File: src/logic/ttc_pkg.sv
// Timer channel shared definitions

package ttc_pkg;

  // --------------------------------------------------------------------------
  // Widths
  // --------------------------------------------------------------------------
  localparam int data_w   = 16; // Bus and counter width
  localparam int addr_w   = 4;  // Word address width
  localparam int status_w = 5;  // Interrupt status and enable width

  // Register word addresses
  typedef enum logic [addr_w-1:0] {
    clk_ctrl   = 4'd0,
    cntr_ctrl  = 4'd1,
    count_val  = 4'd2, // Read only
    interval   = 4'd3,
    match_1    = 4'd4,
    match_2    = 4'd5,
    match_3    = 4'd6,
    int_status = 4'd7, // Read only, cleared by a read
    int_enable = 4'd8
  } reg_addr_e;

  // Counter control word bit positions
  localparam int ctrl_dis      = 0; // Counter enable, active low
  localparam int ctrl_intv     = 1; // Interval wrap instead of full range
  localparam int ctrl_dec      = 2; // Count down
  localparam int ctrl_match    = 3; // Match events on
  localparam int ctrl_rst      = 4; // Restart, clears itself
  localparam int ctrl_wave_dis = 5; // Waveform off
  localparam int ctrl_wave_pol = 6; // Waveform active level

  localparam logic [6:0] ctrl_reset = 7'b000_0001; // Counter held off

  // Counting mode, {interval, decrement}
  typedef enum logic [1:0] {
    overflow_up   = 2'b00,
    overflow_down = 2'b01,
    interval_up   = 2'b10,
    interval_down = 2'b11
  } count_mode_e;

  // --------------------------------------------------------------------------
  // Shared structs
  // --------------------------------------------------------------------------
  typedef struct packed {
    logic              ctrl_sel;  // Counter control write
    logic              intv_sel;  // Interval write
    logic [3:1]        match_sel; // Match register writes
    logic [data_w-1:0] data;      // Write data
  } reg_wr_t;

  // Bit order lines up with the status register
  typedef struct packed {
    logic       ovf;   // Bit 4
    logic [3:1] match; // Bits 3 to 1
    logic       intv;  // Bit 0
  } cnt_event_t;

  typedef struct packed {
    logic [data_w-1:0]      count; // Live count
    logic [6:0]             ctrl;  // Control word
    logic [data_w-1:0]      intv;  // Interval value
    logic [3:1][data_w-1:0] match; // Match values
  } tmr_view_t;

endpackage

File: src/logic/ttc_reg_decode.sv
// Timer bus register decoder

module ttc_reg_decode (
  input  logic                          pclk21,
  input  logic                          n_p_reset21,
  input  logic                          psel,
  input  logic                          penable,
  input  logic                          pwrite,
  input  logic [ttc_pkg::addr_w-1:0]    paddr,
  input  logic [ttc_pkg::data_w-1:0]    pwdata,
  input  ttc_pkg::tmr_view_t            view,      // Counter registers for reads
  input  logic [ttc_pkg::status_w-1:0]  status,    // Sticky interrupt bits
  output logic [ttc_pkg::data_w-1:0]    prdata,
  output ttc_pkg::reg_wr_t              wr,        // Counter register writes
  output logic                          status_rd, // Status read strobe
  output logic                          presc_en,
  output logic [3:0]                    presc_sel,
  output logic [ttc_pkg::status_w-1:0]  int_en
);

  ttc_pkg::reg_addr_e             addr;
  logic                           wr_acc;     // Write access cycle
  logic                           rd_acc;     // Read access cycle
  logic [4:0]                     clk_ctrl_q; // Prescale enable and select
  logic [ttc_pkg::status_w-1:0]   int_en_q;
  logic [ttc_pkg::data_w-1:0]     rd_data;

  assign addr   = ttc_pkg::reg_addr_e'(paddr);
  assign wr_acc = psel & penable & pwrite;
  assign rd_acc = psel & penable & ~pwrite;

  // --------------------------------------------------------------------------
  // Write strobes, one per access
  // --------------------------------------------------------------------------
  always_comb
  begin
    wr              = '0;
    wr.data         = pwdata;
    wr.ctrl_sel     = wr_acc && (addr == ttc_pkg::cntr_ctrl);
    wr.intv_sel     = wr_acc && (addr == ttc_pkg::interval);
    wr.match_sel[1] = wr_acc && (addr == ttc_pkg::match_1);
    wr.match_sel[2] = wr_acc && (addr == ttc_pkg::match_2);
    wr.match_sel[3] = wr_acc && (addr == ttc_pkg::match_3);
  end

  assign status_rd = rd_acc && (addr == ttc_pkg::int_status); // Clears status

  // Local holding registers
  always_ff @(posedge pclk21 or negedge n_p_reset21)
  begin
    if (!n_p_reset21)
    begin
      clk_ctrl_q <= '0;  // Prescaler off
      int_en_q   <= '0;  // All interrupts masked
    end
    else
    begin
      if (wr_acc && (addr == ttc_pkg::clk_ctrl))
        clk_ctrl_q <= pwdata[4:0];
      if (wr_acc && (addr == ttc_pkg::int_enable))
        int_en_q <= pwdata[ttc_pkg::status_w-1:0];
    end
  end

  assign presc_en  = clk_ctrl_q[0];
  assign presc_sel = clk_ctrl_q[4:1];
  assign int_en    = int_en_q;

  // --------------------------------------------------------------------------
  // Read data mux
  // --------------------------------------------------------------------------
  always_comb
  begin
    case (addr)
      ttc_pkg::clk_ctrl:   rd_data = {{(ttc_pkg::data_w-5){1'b0}}, clk_ctrl_q};
      ttc_pkg::cntr_ctrl:  rd_data = {{(ttc_pkg::data_w-7){1'b0}}, view.ctrl};
      ttc_pkg::count_val:  rd_data = view.count;
      ttc_pkg::interval:   rd_data = view.intv;
      ttc_pkg::match_1:    rd_data = view.match[1];
      ttc_pkg::match_2:    rd_data = view.match[2];
      ttc_pkg::match_3:    rd_data = view.match[3];
      ttc_pkg::int_status: rd_data = {{(ttc_pkg::data_w-ttc_pkg::status_w){1'b0}}, status};
      ttc_pkg::int_enable: rd_data = {{(ttc_pkg::data_w-ttc_pkg::status_w){1'b0}}, int_en_q};
      default:             rd_data = '0; // Unmapped words
    endcase
  end

  assign prdata = rd_acc ? rd_data : '0; // Only during a read access

endmodule

File: src/logic/ttc_prescaler.sv
// Timer clock prescaler

module ttc_prescaler (
  input  logic       pclk21,
  input  logic       n_p_reset21,
  input  logic       presc_en,  // Divide on
  input  logic [3:0] presc_sel, // Divide by 2^(sel+1)
  output logic       count_en
);

  logic [ttc_pkg::data_w-1:0] div_q;     // Free running divider
  logic [ttc_pkg::data_w-1:0] mask;      // Low bits of one period
  logic [4:0]                 shift_amt;
  logic [4:0]                 cfg_q;     // Last seen settings
  logic                       cfg_chg;
  logic                       tick;      // Divider at end of period

  assign shift_amt = {1'b0, presc_sel} + 5'd1;
  assign mask      = ~({ttc_pkg::data_w{1'b1}} << shift_amt);
  assign tick      = (div_q & mask) == mask;
  assign cfg_chg   = {presc_sel, presc_en} != cfg_q;

  always_ff @(posedge pclk21 or negedge n_p_reset21)
  begin
    if (!n_p_reset21)
    begin
      div_q    <= '0;
      cfg_q    <= '0;
      count_en <= 1'b0;
    end
    else
    begin
      cfg_q <= {presc_sel, presc_en};
      if (cfg_chg)
      begin
        div_q    <= '0;        // Restart the period
        count_en <= ~presc_en;
      end
      else
      begin
        div_q    <= div_q + 1'b1;
        count_en <= ~presc_en | tick; // Every cycle when off
      end
    end
  end

endmodule

File: src/logic/ttc_counter.sv
// Timer interval and match counter

module ttc_counter (
  input  logic                 pclk21,
  input  logic                 n_p_reset21,
  input  ttc_pkg::reg_wr_t     wr,       // Register writes from the bus
  input  logic                 count_en, // Prescaled count strobe
  output ttc_pkg::tmr_view_t   view,
  output ttc_pkg::cnt_event_t  evt
);

  logic [6:0]                          ctrl_q;      // Control word
  logic [ttc_pkg::data_w-1:0]          intv_q;      // Interval value
  logic [3:1][ttc_pkg::data_w-1:0]     match_q;     // Match values
  logic [ttc_pkg::data_w-1:0]          count_q;
  logic [ttc_pkg::data_w-1:0]          count_nxt;
  logic                                counting_q;  // Has counted since restart
  logic                                restart_q;   // Restart taken, clear the bit
  logic                                active;      // Events allowed
  logic                                at_zero;
  ttc_pkg::count_mode_e                mode;

  // --------------------------------------------------------------------------
  // Registers written from the bus
  // --------------------------------------------------------------------------
  always_ff @(posedge pclk21 or negedge n_p_reset21)
  begin
    if (!n_p_reset21)
    begin
      ctrl_q  <= ttc_pkg::ctrl_reset;
      intv_q  <= '0;
      match_q <= '0;
    end
    else
    begin
      if (wr.ctrl_sel)
        ctrl_q <= wr.data[6:0];
      else if (restart_q)
        ctrl_q[ttc_pkg::ctrl_rst] <= 1'b0;     // Restart lasts one count
      if (wr.intv_sel)
        intv_q <= wr.data;
      for (int i = 1; i <= 3; i++)
      begin
        if (wr.match_sel[i])
          match_q[i] <= wr.data;
      end
    end
  end

  // Mode straight from the control bits
  assign mode = ttc_pkg::count_mode_e'({ctrl_q[ttc_pkg::ctrl_intv], ctrl_q[ttc_pkg::ctrl_dec]});

  // --------------------------------------------------------------------------
  // Next count for a running counter
  // --------------------------------------------------------------------------
  always_comb
  begin
    case (mode)
      ttc_pkg::interval_up:
        count_nxt = (count_q == intv_q) ? '0 : count_q + 1'b1;        // Wrap at interval
      ttc_pkg::interval_down:
        count_nxt = (count_q == '0) ? intv_q : count_q - 1'b1;        // Reload after 0
      ttc_pkg::overflow_down:
        count_nxt = count_q - 1'b1;                                   // 0 rolls to FFFF
      default:
        count_nxt = count_q + 1'b1;                                   // FFFF rolls to 0
    endcase
  end

  // Counter itself, moves only on count_en
  always_ff @(posedge pclk21 or negedge n_p_reset21)
  begin
    if (!n_p_reset21)
    begin
      count_q    <= '0;
      counting_q <= 1'b0;
      restart_q  <= 1'b0;
    end
    else if (count_en)
    begin
      if (ctrl_q[ttc_pkg::ctrl_rst])
      begin
        // Restart value depends on direction
        if (!ctrl_q[ttc_pkg::ctrl_dec])
          count_q <= '0;
        else if (ctrl_q[ttc_pkg::ctrl_intv])
          count_q <= intv_q;
        else
          count_q <= '1;
        counting_q <= 1'b0;
        restart_q  <= 1'b1;
      end
      else
      begin
        if (!ctrl_q[ttc_pkg::ctrl_dis])          // Enable is active low
        begin
          count_q    <= count_nxt;
          counting_q <= 1'b1;
        end
        restart_q <= 1'b0;
      end
    end
  end

  // --------------------------------------------------------------------------
  // Event levels
  // --------------------------------------------------------------------------
  assign active  = counting_q & ~ctrl_q[ttc_pkg::ctrl_rst] & ~ctrl_q[ttc_pkg::ctrl_dis];
  assign at_zero = count_q == '0;

  always_comb
  begin
    evt.intv = ctrl_q[ttc_pkg::ctrl_intv] & at_zero & active;   // Interval wrap
    evt.ovf  = ~ctrl_q[ttc_pkg::ctrl_intv] & at_zero & active;  // Full range wrap
    for (int i = 1; i <= 3; i++)
    begin
      evt.match[i] = ctrl_q[ttc_pkg::ctrl_match] & (count_q == match_q[i]) & active;
    end
  end

  // Register view for reads and the event block
  always_comb
  begin
    view.count = count_q;
    view.ctrl  = ctrl_q;
    view.intv  = intv_q;
    view.match = match_q;
  end

endmodule

File: src/logic/ttc_event_status.sv
// Timer interrupt status and waveform

module ttc_event_status (
  input  logic                          pclk21,
  input  logic                          n_p_reset21,
  input  ttc_pkg::cnt_event_t           evt,       // Event levels from the counter
  input  logic [6:0]                    ctrl,      // Counter control word
  input  logic                          status_rd, // Read of int_status
  input  logic [ttc_pkg::status_w-1:0]  int_en,    // Interrupt mask
  output logic [ttc_pkg::status_w-1:0]  status,
  output logic                          irq,
  output logic                          wave_out
);

  logic [ttc_pkg::status_w-1:0] status_q;
  logic [ttc_pkg::status_w-1:0] evt_bits;   // Events in status order
  ttc_pkg::cnt_event_t          evt_q;      // Last cycle's levels
  logic                         m1_rise;    // First cycle of match 1
  logic                         wrap_rise;  // First cycle of a wrap event
  logic                         wave_q;
  logic                         wave_pol;
  logic                         wave_dis;

  assign evt_bits = evt;
  assign wave_pol = ctrl[ttc_pkg::ctrl_wave_pol];
  assign wave_dis = ctrl[ttc_pkg::ctrl_wave_dis];

  // --------------------------------------------------------------------------
  // Sticky status
  // --------------------------------------------------------------------------
  always_ff @(posedge pclk21 or negedge n_p_reset21)
  begin
    if (!n_p_reset21)
      status_q <= '0;
    else
      status_q <= (status_q & ~{ttc_pkg::status_w{status_rd}}) | evt_bits; // New event beats clear
  end

  assign status = status_q;
  assign irq    = |(status_q & int_en);  // Masked interrupt line

  // --------------------------------------------------------------------------
  // Waveform output
  // --------------------------------------------------------------------------
  assign m1_rise   = evt.match[1] & ~evt_q.match[1];
  assign wrap_rise = (evt.intv & ~evt_q.intv) | (evt.ovf & ~evt_q.ovf);

  always_ff @(posedge pclk21 or negedge n_p_reset21)
  begin
    if (!n_p_reset21)
    begin
      evt_q  <= '0;
      wave_q <= 1'b0;
    end
    else
    begin
      evt_q <= evt;
      if (wave_dis)
        wave_q <= ~wave_pol;     // Idle level
      else if (m1_rise)
        wave_q <= wave_pol;      // Match 1 starts the pulse
      else if (wrap_rise)
        wave_q <= ~wave_pol;     // Wrap ends it
    end
  end

  assign wave_out = wave_q;

endmodule

File: src/logic/ttc_channel.sv
// Timer channel top level

module ttc_channel (
  input  logic                        pclk21,
  input  logic                        n_p_reset21,
  input  logic                        psel,
  input  logic                        penable,
  input  logic                        pwrite,
  input  logic [ttc_pkg::addr_w-1:0]  paddr,
  input  logic [ttc_pkg::data_w-1:0]  pwdata,
  output logic [ttc_pkg::data_w-1:0]  prdata,
  output logic                        irq,
  output logic                        wave_out
);

  ttc_pkg::reg_wr_t              wr;        // Decoder to counter
  ttc_pkg::tmr_view_t            view;      // Counter registers
  ttc_pkg::cnt_event_t           evt;       // Counter events
  logic [ttc_pkg::status_w-1:0]  status;
  logic [ttc_pkg::status_w-1:0]  int_en;
  logic                          status_rd;
  logic                          presc_en;
  logic [3:0]                    presc_sel;
  logic                          count_en;

  // Bus side
  ttc_reg_decode u_decode (
    .pclk21      (pclk21),
    .n_p_reset21 (n_p_reset21),
    .psel        (psel),
    .penable     (penable),
    .pwrite      (pwrite),
    .paddr       (paddr),
    .pwdata      (pwdata),
    .view        (view),
    .status      (status),
    .prdata      (prdata),
    .wr          (wr),
    .status_rd   (status_rd),
    .presc_en    (presc_en),
    .presc_sel   (presc_sel),
    .int_en      (int_en)
  );

  ttc_prescaler u_prescaler (
    .pclk21      (pclk21),
    .n_p_reset21 (n_p_reset21),
    .presc_en    (presc_en),
    .presc_sel   (presc_sel),
    .count_en    (count_en)
  );

  ttc_counter u_counter (
    .pclk21      (pclk21),
    .n_p_reset21 (n_p_reset21),
    .wr          (wr),
    .count_en    (count_en),
    .view        (view),
    .evt         (evt)
  );

  // Status, interrupt and waveform
  ttc_event_status u_event (
    .pclk21      (pclk21),
    .n_p_reset21 (n_p_reset21),
    .evt         (evt),
    .ctrl        (view.ctrl),
    .status_rd   (status_rd),
    .int_en      (int_en),
    .status      (status),
    .irq         (irq),
    .wave_out    (wave_out)
  );

endmodule

File: config.mk
export PLATFORM = sky130hd
export DESIGN_NAME = ttc_channel
export DESIGN_NICKNAME = d
export VERILOG_FILES = /design/src/logic/ttc_pkg.sv /design/src/logic/ttc_reg_decode.sv /design/src/logic/ttc_prescaler.sv /design/src/logic/ttc_counter.sv /design/src/logic/ttc_event_status.sv /design/src/logic/ttc_channel.sv
export SDC_FILE = /design/constraint.sdc
export NUM_CORES = 1
export LEC_CHECK = 0
export BUFFER_PORTS_ARGS = -buffer_cell sky130_fd_sc_hd__buf_2
export CAP_MARGIN = 20
export CORE_AREA = 2 2 171 173
export CTS_BUF_LIST = sky130_fd_sc_hd__clkbuf_4
export CTS_CLUSTER_DIAMETER = 60
export CTS_CLUSTER_SIZE = 28
export DETAILED_ROUTE_END_ITERATION = 8
export DIE_AREA = 0 0 173 175
export PLACE_DENSITY_LB_ADDON = 0.15
export SLEW_MARGIN = 15
export SYNTH_ARGS = -nofsm -noshare
export SYNTH_HDL_FRONTEND = slang
export SYNTH_HIERARCHICAL = 1
export SYNTH_SLANG_ARGS = --single-unit
File: constraint.sdc
create_clock -name pclk21 -period 2.37 [get_ports pclk21]
set_input_delay 0.1185 -clock pclk21 [delete_from_list [all_inputs] [get_ports pclk21]]
set_output_delay 0.1185 -clock pclk21 [all_outputs]
set_load 0.005 [all_outputs]
==> flow_summary_export.csv <==
group,metric,value,unit
route,wl_per_cell,21.8,um
sta,rsz0062_at_grt,"yes",
run,cap_violations,0,
clocking,cts_root_buf,"clkbuf_4",
sta,post-route-min-period,2280,ps
clocking,tritoncts,"built",
floorplan,die_area,0.0303,mm^2
logic_synthesis,synth-main-ff-cell,"dfrtp_1",
route,drc,0,
logic_synthesis,netlist_top_cells_area,"dfrtp_1 39%, mux2_2 9.7%, xnor2_1 7.5%",
route,vias,6891,
layout,layoutNonFillerInstCount,1329,
clocking,cts_buffers,17,
route,drt_iter0_markers,490,
layout,area_growth,19.3,%
worst_setup_path,cp-start-kind,"flip-flop",
worst_setup_path,worst-path-max-fanout,11,
sta,worst_slew_pin_slew,579,ps
worst_setup_path,path_class,"flip-flop to output pin",
placed_design,placed_area,0.00938,mm^2
power,p_leak,4.20,nW
logic_synthesis,ys_ff_latch,130,
placed_design,place_congestion,0.833,
floorplan,die_h,175,um
logic_synthesis,netlist_instances,825,
worst_setup_path,critical_path_required,2250,ps
grt,grt_max_degree,56,
sta,clock.fmax,439,MHz
clocking,clock_latency,560,ps
status,status,"completed",
logic_synthesis,yosysWarnings,6,
logic_synthesis,synth_cell_types,88,
sta,slew_headroom,61.3,%
clocking,path_clk_slew,130,ps
layout,postLayoutCellArea,0.0100,mm^2
layout,n_fill_cell,2992,
logic_synthesis,seq_area_frac_synth,38.9,%
clocking,clkSinkCount,130,
layout,final_common_cell,"dfrtp_1",
power,ir_drop,0.336,mV
logic_synthesis,postSynth.asyncResetShare,100,%
worst_setup_path,arrival,2160,ps
route,ant_nets,0,
worst_setup_path,crit_chain,"buf_4, mux4_2, mux2i_1, o22ai_1, buf_2",
logic_synthesis,avgSynthCellArea,10.2,um^2
grt,globalRouteOverflowTotal,0,
grt,antenna_found_initial,1,
placed_design,dp_hpwl,21.4,mm
layout,drive_above_1_share,31.9,%
worst_setup_path,cpMaxStageDelayCell,"mux4_2",
power,power,0.00784,W
floorplan,coreArea,0.0284,mm^2
layout,final_nets,963,
route,routed_wl,28.9,mm
logic_synthesis,synth_edf_count,0,
sta,min_period_over_period,96.1,%
clocking,cts.path.max_buffers,2,
worst_setup_path,max_stage_delay,470,ps
power,power.density,784,mW/mm^2
logic_synthesis,synth_top_area_share,38.5,%
clocking,cts_max_level,4,
route,routed_via_density,5.19,
grt,grt_pass1_wl,44.6,mm
floorplan,fp.dieW,173,um
min_path,holdCritPathClass,"input port to asynchronous set/reset pin",
sta,setup_violations,0,
placed_design,io_buffers,42,
grt,grt.total_usage,19.6,%
floorplan,pin_count,43,
layout,final_cell_mix,"124 x dfrtp_1, 92 x buf_4, 72 x mux2_2, 70 x xnor2_1, 65 x nand2_1",
worst_setup_path,path_buf_inv,2,
floorplan,start_util,29.5,%
sta,finalHoldViolations,0,
logic_synthesis,syn-num-nets,857,
floorplan,fp-row-count,62,
logic_synthesis,yosysTopAreaCell,"dfrtp_1",
placed_design,placed_cells,1271,
worst_setup_path,critPathCaptureType,"output pin",
logic_synthesis,synth_area,0.00838,mm^2
worst_setup_path,critical_path.top_delay_family,"multiplexers",
grt,grt_pass1_vias,6900,
sta,fin_skew,20.2,ps
route,drt-pass1-iter-count,5,
sta,drv_slew,0,
==> through the flow <==
stage | utilization, % | worst slack (ps) | hold slack [ps] | TNS [ps]
5_1_grt | 35.2 | -34.7 | 51.7 | -37.0
6_report | 35.2 | 93.0 | 81.6 | 0
3_3_place_gp | 33.0 | 70.3 | 135 | 0
4_1_cts | 34.8 | 31.6 | 28.4 | 0
3_5_place_dp | 33.0 | 87.7 | 138 | 0
2_1_floorplan | - | 101 | -177 | 0
==> worst paths after layout <==
kind | from | to | slack [ps] | cells after the start
setup reg to reg | u_counter/count_q[10] | u_counter/count_q[14] | 100 | 7
hold reg to reg | u_counter/restart_q | u_counter/ctrl_q[4] | 480 | 1
hold / removal | n_p_reset21 | u_counter/count_q[5] | 80 | 2
min in group pclk21 | penable | u_event/status[1] | 80 | 5
max in group asynchronous | n_p_reset21 | u_counter/ctrl_q[0] | 1580 | 3
setup / recovery | u_counter/count_q[0] | prdata[0] | 90 | 5
==> final cells by class <==
class                   instances  area [um^2]  share of cell area, %
multi-input cells             606         4690                   46.9
flip-flops and latches        130         3260                   32.6
repair buffers                158         1190                   11.9
well taps                     384          480                   4.81
clock inverters                13          166                   1.66
clock buffers                  19          143                   1.43
inverters                      18         67.6                  0.676
diodes                          1         2.50                 0.0250
==> flip-flops by register name (all words and copies together) (netlist names), 7 cells and up <==
name	count
u_counter/view	48
u_counter/count_q	16
u_counter/intv_q	16
u_prescaler/div_q	16
u_counter/ctrl_q	7
==> logic make-up after synthesis <==
logic type | synth area share [%]
compound gates | 12.4
xor+xnor | 10.5
fa+ha+maj | 1.05
buf+inv | 6.11
flops | 38.9
mux | 13.1
simple gates | 18.0
==> synth_stat cells, types with 3 or more instances <==
| master | number |
|---|---|
| a211o_1 | 7 |
| a211oi_1 | 4 |
| a21o_1 | 5 |
| a21oi_1 | 21 |
| a221oi_1 | 3 |
| a22o_1 | 3 |
| a22oi_1 | 25 |
| a31oi_1 | 13 |
| and2_1 | 5 |
| and3_1 | 6 |
| buf_1 | 8 |
| buf_2 | 15 |
| buf_4 | 19 |
| buf_6 | 10 |
| clkbuf_1 | 17 |
| dfrtp_1 | 129 |
| ha_1 | 7 |
| inv_1 | 17 |
| mux2_2 | 72 |
| mux2_4 | 5 |
| mux2i_1 | 8 |
| mux4_2 | 6 |
| nand2_1 | 66 |
| nand2b_1 | 8 |
| nand3_1 | 17 |
| nand3b_1 | 3 |
| nand4_1 | 29 |
| nor2_1 | 45 |
| nor2_2 | 4 |
| nor2_4 | 4 |
| nor2b_1 | 7 |
| nor3_1 | 19 |
| nor3b_1 | 3 |
| nor4_1 | 14 |
| nor4_2 | 3 |
| nor4_4 | 3 |
| o2111ai_1 | 6 |
| o211ai_1 | 4 |
| o21ai_0 | 21 |
| o22ai_1 | 8 |
| or4_1 | 4 |
| xnor2_1 | 72 |
| xor2_1 | 25 |
==> layer usage <==
metal | up-vias | GRT usage (%) | routed length, um
met5 | - | 0 | 0
met4 | 0 | 5.05 | 456
met3 | 20 | 3.15 | 1100
met2 | 172 | 29.6 | 13000
met1 | 3496 | 28.9 | 14400
li1 | 3203 | - | -
==> worst reg2reg max path, stage by stage (launching register included) <==
cell and delay [ps]:
dfrtp_1 450, buf_6 160, xnor2_4 180, nand4_1 160
nor4_4 390, a21oi_2 100, a22o_1 220, or4_1 500
==> timing repair <==
item | 4_1_cts | 5_1_grt
pin swaps | 0 | 3
setup endpoints to repair | 1 | 13
hold endpoints to repair | 211 | 0
buffers inserted | 1 | 6
resized for setup | 0 | 17
hold buffers | 18 | 0
==> report_power, final <==
group,switching [W],internal [W]
Sequential,0.000455,0.00254
Clock,0.000893,0.000842
Combinational,0.00169,0.00142
Note: power is estimated with default switching activity, not from simulation.
